==> src/rtl/bk_pkg.sv <==
package bk_pkg;

	// ########################################
	// widths and sizes
	// ########################################

	localparam int XLEN      = 32;
	localparam int NUM_WARPS = 4;
	localparam int WARP_W    = 2;
	localparam int NUM_REGS  = 8;
	localparam int REG_W     = 3;
	localparam int OP_W      = 4;
	localparam int SEL_W     = XLEN / 8;

	// ########################################
	// opcodes
	// ########################################

	localparam logic [OP_W-1:0] OP_ADD  = 4'd0;
	localparam logic [OP_W-1:0] OP_SUB  = 4'd1;
	localparam logic [OP_W-1:0] OP_AND  = 4'd2;
	localparam logic [OP_W-1:0] OP_OR   = 4'd3;
	localparam logic [OP_W-1:0] OP_XOR  = 4'd4;
	localparam logic [OP_W-1:0] OP_ADDI = 4'd5;
	localparam logic [OP_W-1:0] OP_LW   = 4'd6;
	localparam logic [OP_W-1:0] OP_SW   = 4'd7;
	localparam logic [OP_W-1:0] OP_BEQ  = 4'd8;

	// loads and stores go to the lsu, everything else to the execute unit
	function automatic logic op_is_mem(input logic [OP_W-1:0] op);
		return (op == OP_LW) || (op == OP_SW);
	endfunction

	function automatic logic op_uses_rs2(input logic [OP_W-1:0] op);
		return (op <= OP_XOR) || (op == OP_SW) || (op == OP_BEQ);
	endfunction

	// true for every opcode that produces a register result
	function automatic logic op_writes_rd(input logic [OP_W-1:0] op);
		return (op <= OP_ADDI) || (op == OP_LW);
	endfunction

endpackage
==> src/rtl/back_end.sv <==
`timescale 1ns/1ps

module back_end (
	input  logic                     clk,
	input  logic                     arst_n,
	input  logic                     in_valid,
	input  logic [bk_pkg::WARP_W-1:0] in_warp,
	input  logic [bk_pkg::OP_W-1:0]   in_op,
	input  logic [bk_pkg::REG_W-1:0]  in_rd,
	input  logic [bk_pkg::REG_W-1:0]  in_rs1,
	input  logic [bk_pkg::REG_W-1:0]  in_rs2,
	input  logic [bk_pkg::XLEN-1:0]   in_imm,
	input  logic [bk_pkg::XLEN-1:0]   in_pc,
	output logic                     in_ready,
	output logic                     br_valid,
	output logic [bk_pkg::WARP_W-1:0] br_warp,
	output logic                     br_taken,
	output logic [bk_pkg::XLEN-1:0]   br_dest,
	output logic                     wb_valid,
	output logic [bk_pkg::WARP_W-1:0] wb_warp,
	output logic [bk_pkg::REG_W-1:0]  wb_rd,
	output logic [bk_pkg::XLEN-1:0]   wb_data,
	output logic                     wb_cyc,
	output logic                     wb_stb,
	output logic                     wb_we,
	output logic [bk_pkg::XLEN-1:0]   wb_adr,
	output logic [bk_pkg::XLEN-1:0]   wb_dat_w,
	output logic [bk_pkg::SEL_W-1:0]  wb_sel,
	input  logic [bk_pkg::XLEN-1:0]   wb_dat_r,
	input  logic                     wb_ack
);
	import bk_pkg::*;

	// ########################################
	// dispatch and result wires
	// ########################################

	logic ex_valid, ex_ready;
	logic [OP_W-1:0] ex_op;
	logic [WARP_W-1:0] ex_warp;
	logic [REG_W-1:0] ex_rd;
	logic [XLEN-1:0] ex_a, ex_b, ex_imm, ex_pc;
	logic ls_valid, ls_ready, ls_store;
	logic [WARP_W-1:0] ls_warp;
	logic [REG_W-1:0] ls_rd;
	logic [XLEN-1:0] ls_addr, ls_wdata;
	logic ex_res_valid, ex_res_take;
	logic [WARP_W-1:0] ex_res_warp;
	logic [REG_W-1:0] ex_res_rd;
	logic [XLEN-1:0] ex_res_data;
	logic mem_res_valid, mem_res_take;
	logic [WARP_W-1:0] mem_res_warp;
	logic [REG_W-1:0] mem_res_rd;
	logic [XLEN-1:0] mem_res_data;

	gpr_stage u_gpr_stage (
		.clk      (clk),
		.arst_n   (arst_n),
		.in_valid (in_valid),
		.in_warp  (in_warp),
		.in_op    (in_op),
		.in_rd    (in_rd),
		.in_rs1   (in_rs1),
		.in_rs2   (in_rs2),
		.in_imm   (in_imm),
		.in_pc    (in_pc),
		.ex_ready (ex_ready),
		.ls_ready (ls_ready),
		.wb_valid (wb_valid),
		.wb_warp  (wb_warp),
		.wb_rd    (wb_rd),
		.wb_data  (wb_data),
		.in_ready (in_ready),
		.ex_valid (ex_valid),
		.ex_op    (ex_op),
		.ex_warp  (ex_warp),
		.ex_rd    (ex_rd),
		.ex_a     (ex_a),
		.ex_b     (ex_b),
		.ex_imm   (ex_imm),
		.ex_pc    (ex_pc),
		.ls_valid (ls_valid),
		.ls_store (ls_store),
		.ls_warp  (ls_warp),
		.ls_rd    (ls_rd),
		.ls_addr  (ls_addr),
		.ls_wdata (ls_wdata)
	);

	exec_unit u_exec_unit (
		.clk          (clk),
		.arst_n       (arst_n),
		.ex_valid     (ex_valid),
		.ex_op        (ex_op),
		.ex_warp      (ex_warp),
		.ex_rd        (ex_rd),
		.ex_a         (ex_a),
		.ex_b         (ex_b),
		.ex_imm       (ex_imm),
		.ex_pc        (ex_pc),
		.ex_res_take  (ex_res_take),
		.ex_ready     (ex_ready),
		.ex_res_valid (ex_res_valid),
		.ex_res_warp  (ex_res_warp),
		.ex_res_rd    (ex_res_rd),
		.ex_res_data  (ex_res_data),
		.br_valid     (br_valid),
		.br_warp      (br_warp),
		.br_taken     (br_taken),
		.br_dest      (br_dest)
	);

	lsu u_lsu (
		.clk           (clk),
		.arst_n        (arst_n),
		.ls_valid      (ls_valid),
		.ls_store      (ls_store),
		.ls_warp       (ls_warp),
		.ls_rd         (ls_rd),
		.ls_addr       (ls_addr),
		.ls_wdata      (ls_wdata),
		.mem_res_take  (mem_res_take),
		.wb_dat_r      (wb_dat_r),
		.wb_ack        (wb_ack),
		.ls_ready      (ls_ready),
		.mem_res_valid (mem_res_valid),
		.mem_res_warp  (mem_res_warp),
		.mem_res_rd    (mem_res_rd),
		.mem_res_data  (mem_res_data),
		.wb_cyc        (wb_cyc),
		.wb_stb        (wb_stb),
		.wb_we         (wb_we),
		.wb_adr        (wb_adr),
		.wb_dat_w      (wb_dat_w),
		.wb_sel        (wb_sel)
	);

	writeback u_writeback (
		.clk           (clk),
		.arst_n        (arst_n),
		.ex_res_valid  (ex_res_valid),
		.ex_res_warp   (ex_res_warp),
		.ex_res_rd     (ex_res_rd),
		.ex_res_data   (ex_res_data),
		.mem_res_valid (mem_res_valid),
		.mem_res_warp  (mem_res_warp),
		.mem_res_rd    (mem_res_rd),
		.mem_res_data  (mem_res_data),
		.ex_res_take   (ex_res_take),
		.mem_res_take  (mem_res_take),
		.wb_valid      (wb_valid),
		.wb_warp       (wb_warp),
		.wb_rd         (wb_rd),
		.wb_data       (wb_data)
	);

endmodule

==> src/rtl/writeback.sv <==
`timescale 1ns/1ps

module writeback (
	input  logic                     clk,
	input  logic                     arst_n,
	input  logic                     ex_res_valid,
	input  logic [bk_pkg::WARP_W-1:0] ex_res_warp,
	input  logic [bk_pkg::REG_W-1:0]  ex_res_rd,
	input  logic [bk_pkg::XLEN-1:0]   ex_res_data,
	input  logic                     mem_res_valid,
	input  logic [bk_pkg::WARP_W-1:0] mem_res_warp,
	input  logic [bk_pkg::REG_W-1:0]  mem_res_rd,
	input  logic [bk_pkg::XLEN-1:0]   mem_res_data,
	output logic                     ex_res_take,
	output logic                     mem_res_take,
	output logic                     wb_valid,
	output logic [bk_pkg::WARP_W-1:0] wb_warp,
	output logic [bk_pkg::REG_W-1:0]  wb_rd,
	output logic [bk_pkg::XLEN-1:0]   wb_data
);

	// memory wins, the execute result waits in its own slot
	assign mem_res_take = mem_res_valid;
	assign ex_res_take  = ex_res_valid && !mem_res_valid;

	always_ff @(posedge clk or negedge arst_n) begin
		if (!arst_n) begin
			wb_valid <= 1'b0;
			wb_warp  <= '0;
			wb_rd    <= '0;
			wb_data  <= '0;
		end else begin
			wb_valid <= mem_res_take || ex_res_take;
			if (mem_res_take) begin
				wb_warp <= mem_res_warp;
				wb_rd   <= mem_res_rd;
				wb_data <= mem_res_data;
			end else if (ex_res_take) begin
				wb_warp <= ex_res_warp;
				wb_rd   <= ex_res_rd;
				wb_data <= ex_res_data;
			end
		end
	end

endmodule

==> src/rtl/lsu.sv <==
`timescale 1ns/1ps

module lsu (
	input  logic                     clk,
	input  logic                     arst_n,
	input  logic                     ls_valid,
	input  logic                     ls_store,
	input  logic [bk_pkg::WARP_W-1:0] ls_warp,
	input  logic [bk_pkg::REG_W-1:0]  ls_rd,
	input  logic [bk_pkg::XLEN-1:0]   ls_addr,
	input  logic [bk_pkg::XLEN-1:0]   ls_wdata,
	input  logic                     mem_res_take,
	input  logic [bk_pkg::XLEN-1:0]   wb_dat_r,
	input  logic                     wb_ack,
	output logic                     ls_ready,
	output logic                     mem_res_valid,
	output logic [bk_pkg::WARP_W-1:0] mem_res_warp,
	output logic [bk_pkg::REG_W-1:0]  mem_res_rd,
	output logic [bk_pkg::XLEN-1:0]   mem_res_data,
	output logic                     wb_cyc,
	output logic                     wb_stb,
	output logic                     wb_we,
	output logic [bk_pkg::XLEN-1:0]   wb_adr,
	output logic [bk_pkg::XLEN-1:0]   wb_dat_w,
	output logic [bk_pkg::SEL_W-1:0]  wb_sel
);
	import bk_pkg::*;

	typedef enum logic [1:0] {
		st_idle,
		st_bus,
		st_result
	} ls_state_t;

	ls_state_t state;
	logic req_store;
	logic [WARP_W-1:0] req_warp;
	logic [REG_W-1:0] req_rd;
	logic [XLEN-1:0] req_addr;
	logic [XLEN-1:0] req_wdata;

	// cyc and stb follow the state, so they drop on the cycle after ack
	assign ls_ready      = (state == st_idle);
	assign wb_cyc        = (state == st_bus);
	assign wb_stb        = (state == st_bus);
	assign wb_we         = req_store;
	assign wb_adr        = req_addr;
	assign wb_dat_w      = req_wdata;
	assign wb_sel        = '1;
	assign mem_res_valid = (state == st_result);
	assign mem_res_warp  = req_warp;
	assign mem_res_rd    = req_rd;

	always_ff @(posedge clk or negedge arst_n) begin
		if (!arst_n) begin
			state        <= st_idle;
			req_store    <= 1'b0;
			req_warp     <= '0;
			req_rd       <= '0;
			req_addr     <= '0;
			req_wdata    <= '0;
			mem_res_data <= '0;
		end else begin
			case (state)
				st_idle: begin
					if (ls_valid) begin
						req_store <= ls_store;
						req_warp  <= ls_warp;
						req_rd    <= ls_rd;
						req_addr  <= ls_addr;
						req_wdata <= ls_wdata;
						state     <= st_bus;
					end
				end
				st_bus: begin
					// stores and loads into r0 have nothing to write back
					if (wb_ack) begin
						if (!req_store && (req_rd != '0)) begin
							mem_res_data <= wb_dat_r;
							state        <= st_result;
						end else begin
							state <= st_idle;
						end
					end
				end
				st_result: begin
					if (mem_res_take)
						state <= st_idle;
				end
				default: state <= st_idle;
			endcase
		end
	end

endmodule

==> src/rtl/exec_unit.sv <==
`timescale 1ns/1ps

module exec_unit (
	input  logic                     clk,
	input  logic                     arst_n,
	input  logic                     ex_valid,
	input  logic [bk_pkg::OP_W-1:0]   ex_op,
	input  logic [bk_pkg::WARP_W-1:0] ex_warp,
	input  logic [bk_pkg::REG_W-1:0]  ex_rd,
	input  logic [bk_pkg::XLEN-1:0]   ex_a,
	input  logic [bk_pkg::XLEN-1:0]   ex_b,
	input  logic [bk_pkg::XLEN-1:0]   ex_imm,
	input  logic [bk_pkg::XLEN-1:0]   ex_pc,
	input  logic                     ex_res_take,
	output logic                     ex_ready,
	output logic                     ex_res_valid,
	output logic [bk_pkg::WARP_W-1:0] ex_res_warp,
	output logic [bk_pkg::REG_W-1:0]  ex_res_rd,
	output logic [bk_pkg::XLEN-1:0]   ex_res_data,
	output logic                     br_valid,
	output logic [bk_pkg::WARP_W-1:0] br_warp,
	output logic                     br_taken,
	output logic [bk_pkg::XLEN-1:0]   br_dest
);
	import bk_pkg::*;

	logic accept;
	logic is_branch;
	logic writes;
	logic [XLEN-1:0] alu_res;

	// the result slot frees up in the same cycle writeback takes it
	assign ex_ready  = !ex_res_valid || ex_res_take;
	assign accept    = ex_valid && ex_ready;
	assign is_branch = (ex_op == OP_BEQ);
	assign writes    = op_writes_rd(ex_op) && (ex_rd != '0);

	always_comb begin
		case (ex_op)
			OP_ADD:  alu_res = ex_a + ex_b;
			OP_SUB:  alu_res = ex_a - ex_b;
			OP_AND:  alu_res = ex_a & ex_b;
			OP_OR:   alu_res = ex_a | ex_b;
			OP_XOR:  alu_res = ex_a ^ ex_b;
			OP_ADDI: alu_res = ex_a + ex_imm;
			default: alu_res = '0;
		endcase
	end

	always_ff @(posedge clk or negedge arst_n) begin
		if (!arst_n) begin
			ex_res_valid <= 1'b0;
			ex_res_warp  <= '0;
			ex_res_rd    <= '0;
			ex_res_data  <= '0;
			br_valid     <= 1'b0;
			br_warp      <= '0;
			br_taken     <= 1'b0;
			br_dest      <= '0;
		end else begin
			br_valid <= accept && is_branch;
			if (accept && is_branch) begin
				br_warp  <= ex_warp;
				br_taken <= (ex_a == ex_b);
				br_dest  <= ex_pc + ex_imm;
			end
			if (accept && writes) begin
				ex_res_valid <= 1'b1;
				ex_res_warp  <= ex_warp;
				ex_res_rd    <= ex_rd;
				ex_res_data  <= alu_res;
			end else if (ex_res_take) begin
				ex_res_valid <= 1'b0;
			end
		end
	end

endmodule

==> src/rtl/gpr_stage.sv <==
`timescale 1ns/1ps

module gpr_stage (
	input  logic                     clk,
	input  logic                     arst_n,
	input  logic                     in_valid,
	input  logic [bk_pkg::WARP_W-1:0] in_warp,
	input  logic [bk_pkg::OP_W-1:0]   in_op,
	input  logic [bk_pkg::REG_W-1:0]  in_rd,
	input  logic [bk_pkg::REG_W-1:0]  in_rs1,
	input  logic [bk_pkg::REG_W-1:0]  in_rs2,
	input  logic [bk_pkg::XLEN-1:0]   in_imm,
	input  logic [bk_pkg::XLEN-1:0]   in_pc,
	input  logic                     ex_ready,
	input  logic                     ls_ready,
	input  logic                     wb_valid,
	input  logic [bk_pkg::WARP_W-1:0] wb_warp,
	input  logic [bk_pkg::REG_W-1:0]  wb_rd,
	input  logic [bk_pkg::XLEN-1:0]   wb_data,
	output logic                     in_ready,
	output logic                     ex_valid,
	output logic [bk_pkg::OP_W-1:0]   ex_op,
	output logic [bk_pkg::WARP_W-1:0] ex_warp,
	output logic [bk_pkg::REG_W-1:0]  ex_rd,
	output logic [bk_pkg::XLEN-1:0]   ex_a,
	output logic [bk_pkg::XLEN-1:0]   ex_b,
	output logic [bk_pkg::XLEN-1:0]   ex_imm,
	output logic [bk_pkg::XLEN-1:0]   ex_pc,
	output logic                     ls_valid,
	output logic                     ls_store,
	output logic [bk_pkg::WARP_W-1:0] ls_warp,
	output logic [bk_pkg::REG_W-1:0]  ls_rd,
	output logic [bk_pkg::XLEN-1:0]   ls_addr,
	output logic [bk_pkg::XLEN-1:0]   ls_wdata
);
	import bk_pkg::*;

	logic [XLEN-1:0] rf [NUM_WARPS][NUM_REGS];
	logic [NUM_WARPS-1:0][NUM_REGS-1:0] busy;
	logic [NUM_REGS-1:0] wb_clr_mask;
	logic [NUM_REGS-1:0] warp_busy;
	logic run;
	logic is_mem;
	logic writes_rd;
	logic unit_ok;
	logic fire;
	logic [XLEN-1:0] rs1_val;
	logic [XLEN-1:0] rs2_val;

	// register read with bypass of the writeback happening in this cycle
	always_comb begin
		if (in_rs1 == '0)
			rs1_val = '0;
		else if (wb_valid && (wb_warp == in_warp) && (wb_rd == in_rs1))
			rs1_val = wb_data;
		else
			rs1_val = rf[in_warp][in_rs1];
		if (in_rs2 == '0)
			rs2_val = '0;
		else if (wb_valid && (wb_warp == in_warp) && (wb_rd == in_rs2))
			rs2_val = wb_data;
		else
			rs2_val = rf[in_warp][in_rs2];
	end

	// ########################################
	// scoreboard check and issue
	// ########################################

	always_comb begin
		wb_clr_mask = '0;
		if (wb_valid && (wb_warp == in_warp))
			wb_clr_mask[wb_rd] = 1'b1;
	end

	// a register freed by this cycle's writeback no longer blocks issue
	assign warp_busy = busy[in_warp] & ~wb_clr_mask;
	assign is_mem    = op_is_mem(in_op);
	assign writes_rd = op_writes_rd(in_op) && (in_rd != '0);
	assign unit_ok   = is_mem ? (!ls_valid || ls_ready) : (!ex_valid || ex_ready);

	assign in_ready = run && unit_ok && !warp_busy[in_rs1]
		&& !(op_uses_rs2(in_op) && warp_busy[in_rs2])
		&& !(writes_rd && warp_busy[in_rd]);

	assign fire = in_valid && in_ready;

	// ########################################
	// register file and busy bits
	// ########################################

	always_ff @(posedge clk or negedge arst_n) begin
		if (!arst_n) begin
			run  <= 1'b0;
			busy <= '0;
			for (int w = 0; w < NUM_WARPS; w++) begin
				for (int r = 0; r < NUM_REGS; r++) begin
					rf[w][r] <= '0;
				end
			end
		end else begin
			run <= 1'b1;
			if (wb_valid && (wb_rd != '0)) begin
				rf[wb_warp][wb_rd]   <= wb_data;
				busy[wb_warp][wb_rd] <= 1'b0;
			end
			// issue comes last so a new owner of the register wins
			if (fire && writes_rd)
				busy[in_warp][in_rd] <= 1'b1;
		end
	end

	// ########################################
	// dispatch registers
	// ########################################

	always_ff @(posedge clk or negedge arst_n) begin
		if (!arst_n) begin
			ex_valid <= 1'b0;
			ex_op    <= '0;
			ex_warp  <= '0;
			ex_rd    <= '0;
			ex_a     <= '0;
			ex_b     <= '0;
			ex_imm   <= '0;
			ex_pc    <= '0;
			ls_valid <= 1'b0;
			ls_store <= 1'b0;
			ls_warp  <= '0;
			ls_rd    <= '0;
			ls_addr  <= '0;
			ls_wdata <= '0;
		end else begin
			if (fire && !is_mem) begin
				ex_valid <= 1'b1;
				ex_op    <= in_op;
				ex_warp  <= in_warp;
				ex_rd    <= in_rd;
				ex_a     <= rs1_val;
				ex_b     <= rs2_val;
				ex_imm   <= in_imm;
				ex_pc    <= in_pc;
			end else if (ex_ready) begin
				ex_valid <= 1'b0;
			end
			if (fire && is_mem) begin
				ls_valid <= 1'b1;
				ls_store <= (in_op == OP_SW);
				ls_warp  <= in_warp;
				ls_rd    <= in_rd;
				ls_addr  <= rs1_val + in_imm;
				ls_wdata <= rs2_val;
			end else if (ls_ready) begin
				ls_valid <= 1'b0;
			end
		end
	end

endmodule

==> config.mk <==
export PLATFORM = sky130hd
export DESIGN_NAME = back_end
export DESIGN_NICKNAME = d
export VERILOG_FILES = /design/src/rtl/bk_pkg.sv /design/src/rtl/back_end.sv /design/src/rtl/writeback.sv /design/src/rtl/lsu.sv /design/src/rtl/exec_unit.sv /design/src/rtl/gpr_stage.sv
export SDC_FILE = /design/constraint.sdc
export NUM_CORES = 2
export LEC_CHECK = 0
export BUFFER_PORTS_ARGS = -buffer_cell sky130_fd_sc_hd__clkbuf_2
export CORE_UTILIZATION = 62
export DETAILED_ROUTE_END_ITERATION = 12
export PLACE_DENSITY = 0.77
export RECOVER_POWER = 25
export SLEW_MARGIN = 5
export SYNTH_ARGS = -nofsm -noshare
export SYNTH_HDL_FRONTEND = slang
export SYNTH_SLANG_ARGS = --single-unit
==> constraint.sdc <==
create_clock -name clk -period 5.4 [get_ports clk]
set_input_delay 1.08 -clock clk [delete_from_list [all_inputs] [get_ports clk]]
set_output_delay 1.08 -clock clk [all_outputs]
set_load 0.005 [all_outputs]
==> results.yml <==
run_status:
  status: "complete, but fails checks"
  violations: "max-capacitance violations, max-slew violations"
synthesis:
  ys_warn_count: 0
  yosys-top-cells-area: "dfrtp_1 49%, mux2_2 18%, mux4_2 7.7%"
  ys_seq_area_share_pct: 49.2
  synth_edf_count: 0
  synthTopCellsByCount: "1354 x dfrtp_1, 1075 x mux2_2, 348 x clkbuf_1"
  synth_top_cell_by_area: "dfrtp_1"
  yosysTopAreaCellShare_pct: 49.2
  syn_avg_cell_area_um2: 12.6
  synth_cell_types: 75
  synth.most_common_cell: "dfrtp_1"
  synth_cells: 5475
  synth_flop_cell: "dfrtp_1"
  ys_seq_elements: 1354
  synth_area_um2: 68900
  async_reset_ff_share_pct: 100
die:
  die_h_um: 335
  io_pins: 261
  die_x_um: 335
  rows: 121
  core_um2: 110000
  start_util_pct: 62.9
  die_area_um2: 113000
sta:
  slew_headroom_pct: -65.6
  clock.fmax_mhz: 193
  rsz0062_at_grt: "false"
  skew_ns: 0.0283
  setup_violations: 0
  period_share_pct: 96.1
  period_minus_slack_ns: 5.19
  hold_viol: 0
  slew_viol_final: 928
  tightest_slew_ns: 2.48
  setup_ws_ns: 0.213
place:
  dpl_cell_area_um2: 73800
  gp_congestion: 1.01
  pre_cts_slack_ns: -0.927
  dp.cells: 7138
  place_hpwl_um: 143000
  portBuffers: 256
worst_setup_path:
  cp_max_fo: 21
  crit_chain: "buf_8 -> buf_4 -> mux4_2 -> mux2i_1 -> nand2_1 -> o21ai_0 -> a2111oi_0 -> a21oi_1 -> nor2_1 -> ha_1 -> a21oi_1 -> nand4b_1 -> nand2_1 -> a211o_1 -> a211oi_1 -> o41ai_2 -> buf_4 -> a21o_1 -> a21oi_1 -> xor2_1 -> o21ai_0"
  criticalPathCategory: "in -> reg"
  crit_path_end_kind: "flop"
  cp.arrival_ns: 5.80
  worstPathRequired_ns: 6.02
  cpMostUsedCell: "a21oi_1"
  max_stage_delay_ns: 0.79
  crit_slowest_cell: "a2111oi_0"
  start_kind: "input pin"
  reg2reg_depth: 20
clock_tree:
  cts-htree-levels: 4
  root_buffer: "clkbuf_16"
  clk_latency_ns: 0.77
  cts-buffers-inserted: 141
  tritoncts: "done"
  clk_pin_slew_ns: 0.07
  clk_path_buf_depth: 3
  post_cts_buffers: 0
  cts_hold_buf: 0
  cts_sinks: 1354
detailed_routing:
  drc: 0
  viasPerCell: 6.72
  drt-total-wl_um: 213000
  wl_per_cell_um: 28.9
  num_vias: 49660
  first_iter_violations: 5239
  antenna_left: 0
  dr.pass1.iters: 6
global_routing:
  grt_pass1_vias: 50811
  grt_antenna_before_repair: 3
  grt_pass1_wl_um: 320000
  grt_max_degree: 174
  grt_util_all_layers_pct: 38.3
  grt-ovfl-total: 0
finish:
  drive_above_1_share_pct: 38.9
  final_area_um2: 78700
  fin_nets: 6119
  instances_no_fill: 7390
  area_growth_pct: 14.1
  fill_cells: 7246
pwr:
  p_per_area_nw_per_um2: 387
  vdd_drop_max_uv: 319
  leakagePower_nw: 38.2
  power.total_mw: 30.4
hold_path:
  hold_class: "reg -> reg"
  min_path_cells: 0
job:
  drv_cap: 10
-- path summary, 6_finish.rpt --
| check | from | endpoint | slack [ns] |
|---|---|---|---|
| setup / recovery | in_warp[1] | u_gpr_stage.ls_addr[29] | 0.21 |
| hold / removal | u_gpr_stage.busy[0] | u_gpr_stage.busy[0] | 0.37 |
| setup reg to reg | u_writeback.wb_warp[1] | u_gpr_stage.ls_addr[29] | 0.29 |
| hold reg to reg | u_gpr_stage.busy[0] | u_gpr_stage.busy[0] | 0.37 |
| max in group asynchronous | arst_n | u_gpr_stage.rf[297] | 0.76 |
| min in group asynchronous | arst_n | u_gpr_stage.ls_addr[31] | 1.03 |
-- power breakdown --
part	switching (mW)	total, mW	internal, mW
sequential	0.985	12.3	11.3
combinational	4.81	7.86	3.05
clock	4.16	10.3	6.17
total	9.95	30.4	20.5
-- cells in the final DEF, fill, tap and decap left out, types with 53 or more instances in the layout --
cell type and count:
inv_1 141, mux2i_1 105, a21oi_1 192, ha_1 195, dfrtp_1 1353, buf_4 324, o22ai_1 133, clkbuf_16 147
clkbuf_2 254, o21ai_0 292, nor2_1 230, mux4_2 236, mux2_4 80, nand2_1 299, xnor2_1 53, mux2_2 1075
-- state kept, by name, indices dropped and copies added (netlist names), 3 cells and up --
| signal | count |
|---|---|
| u_lsu.mem_res_data | 32 |
| u_exec_unit.br_dest | 32 |
| u_lsu.wb_dat_w | 32 |
| u_gpr_stage.ls_rd | 3 |
| u_gpr_stage.ls_addr | 32 |
| u_gpr_stage.ls_wdata | 32 |
| u_writeback.wb_rd | 3 |
| u_exec_unit.ex_res_rd | 3 |
| u_gpr_stage.ex_imm | 32 |
| u_lsu.wb_adr | 32 |
| u_lsu.mem_res_rd | 3 |
| u_gpr_stage.busy | 32 |
| u_exec_unit.ex_res_data | 32 |
| u_writeback.wb_data | 32 |
| u_gpr_stage.ex_pc | 32 |
| u_gpr_stage.ex_a | 32 |
| u_gpr_stage.ex_b | 32 |
| u_gpr_stage.rf | 896 |
| u_gpr_stage.ex_rd | 3 |
| u_gpr_stage.ex_op | 4 |
-- cell type report --
cell class,instances,area [um2],area share [%]
Sequential cell,1354,33900,43.1
Timing Repair Buffer,622,4430,5.63
Clock buffer,198,4210,5.35
Inverter,141,529,0.673
Clock inverter,53,724,0.921
Tap cell,1476,1850,2.35
Multi-Input combinational cell,3545,33000,42.0
Antenna cell,1,2.50,0.00318
-- per-layer routing --
| metal | wire, um | vias to the layer above | track usage, % | part of all wire [%] |
|---|---|---|---|---|
| li1 | - | 20664 | - | - |
| met1 | 80800 | 25474 | 49.6 | 38 |
| met2 | 98500 | 2757 | 60.2 | 46 |
| met3 | 20900 | 759 | 8.87 | 9.8 |
| met4 | 13000 | 6 | 20.8 | 6.1 |
| met5 | 38 | - | 0 | 0.018 |
-- per-stage QoR --
step	utilization, %	hold slack, ns	setup TNS [ns]
floorplan	-	0.424	0
global placement	67.4	0.361	-9.82
detailed placement	67.4	0.363	-10.06
CTS	71.9	0.255	0
global route	71.8	0.396	0
finish	71.8	0.375	0
-- logic make-up after synthesis --
logic type / share of synthesized area (%)
muxes: 28.8
DFF: 49.2
AOI/OAI and AO/OA: 8.83
and+or+nand+nor: 4.92
buffers and inverters: 3.36
adders and majority gates: 3.66
xor gates and xnor gates: 1.23
other: 0.00544
-- timing repair --
| action | in CTS | in global routing |
|---|---|---|
| endpoints found under the setup margin | 2 | 8 |
| resized for setup | 1 | 2 |
| endpoints found under the hold margin | 0 | 0 |
-- critical path: cells and delay by family --
| kind | cells | cell delay, ns |
|---|---|---|
| XOR/XNOR | 1 | 0.16 |
| adder cells (fa/ha/maj) | 1 | 0.26 |
| AO/OA/AOI/OAI | 10 | 2.64 |
| buffers and inverters | 3 | 0.64 |
| multiplexers | 2 | 0.37 |
| AND/OR/NAND/NOR | 4 | 0.62 |
(Power assumes the default switching activity.)
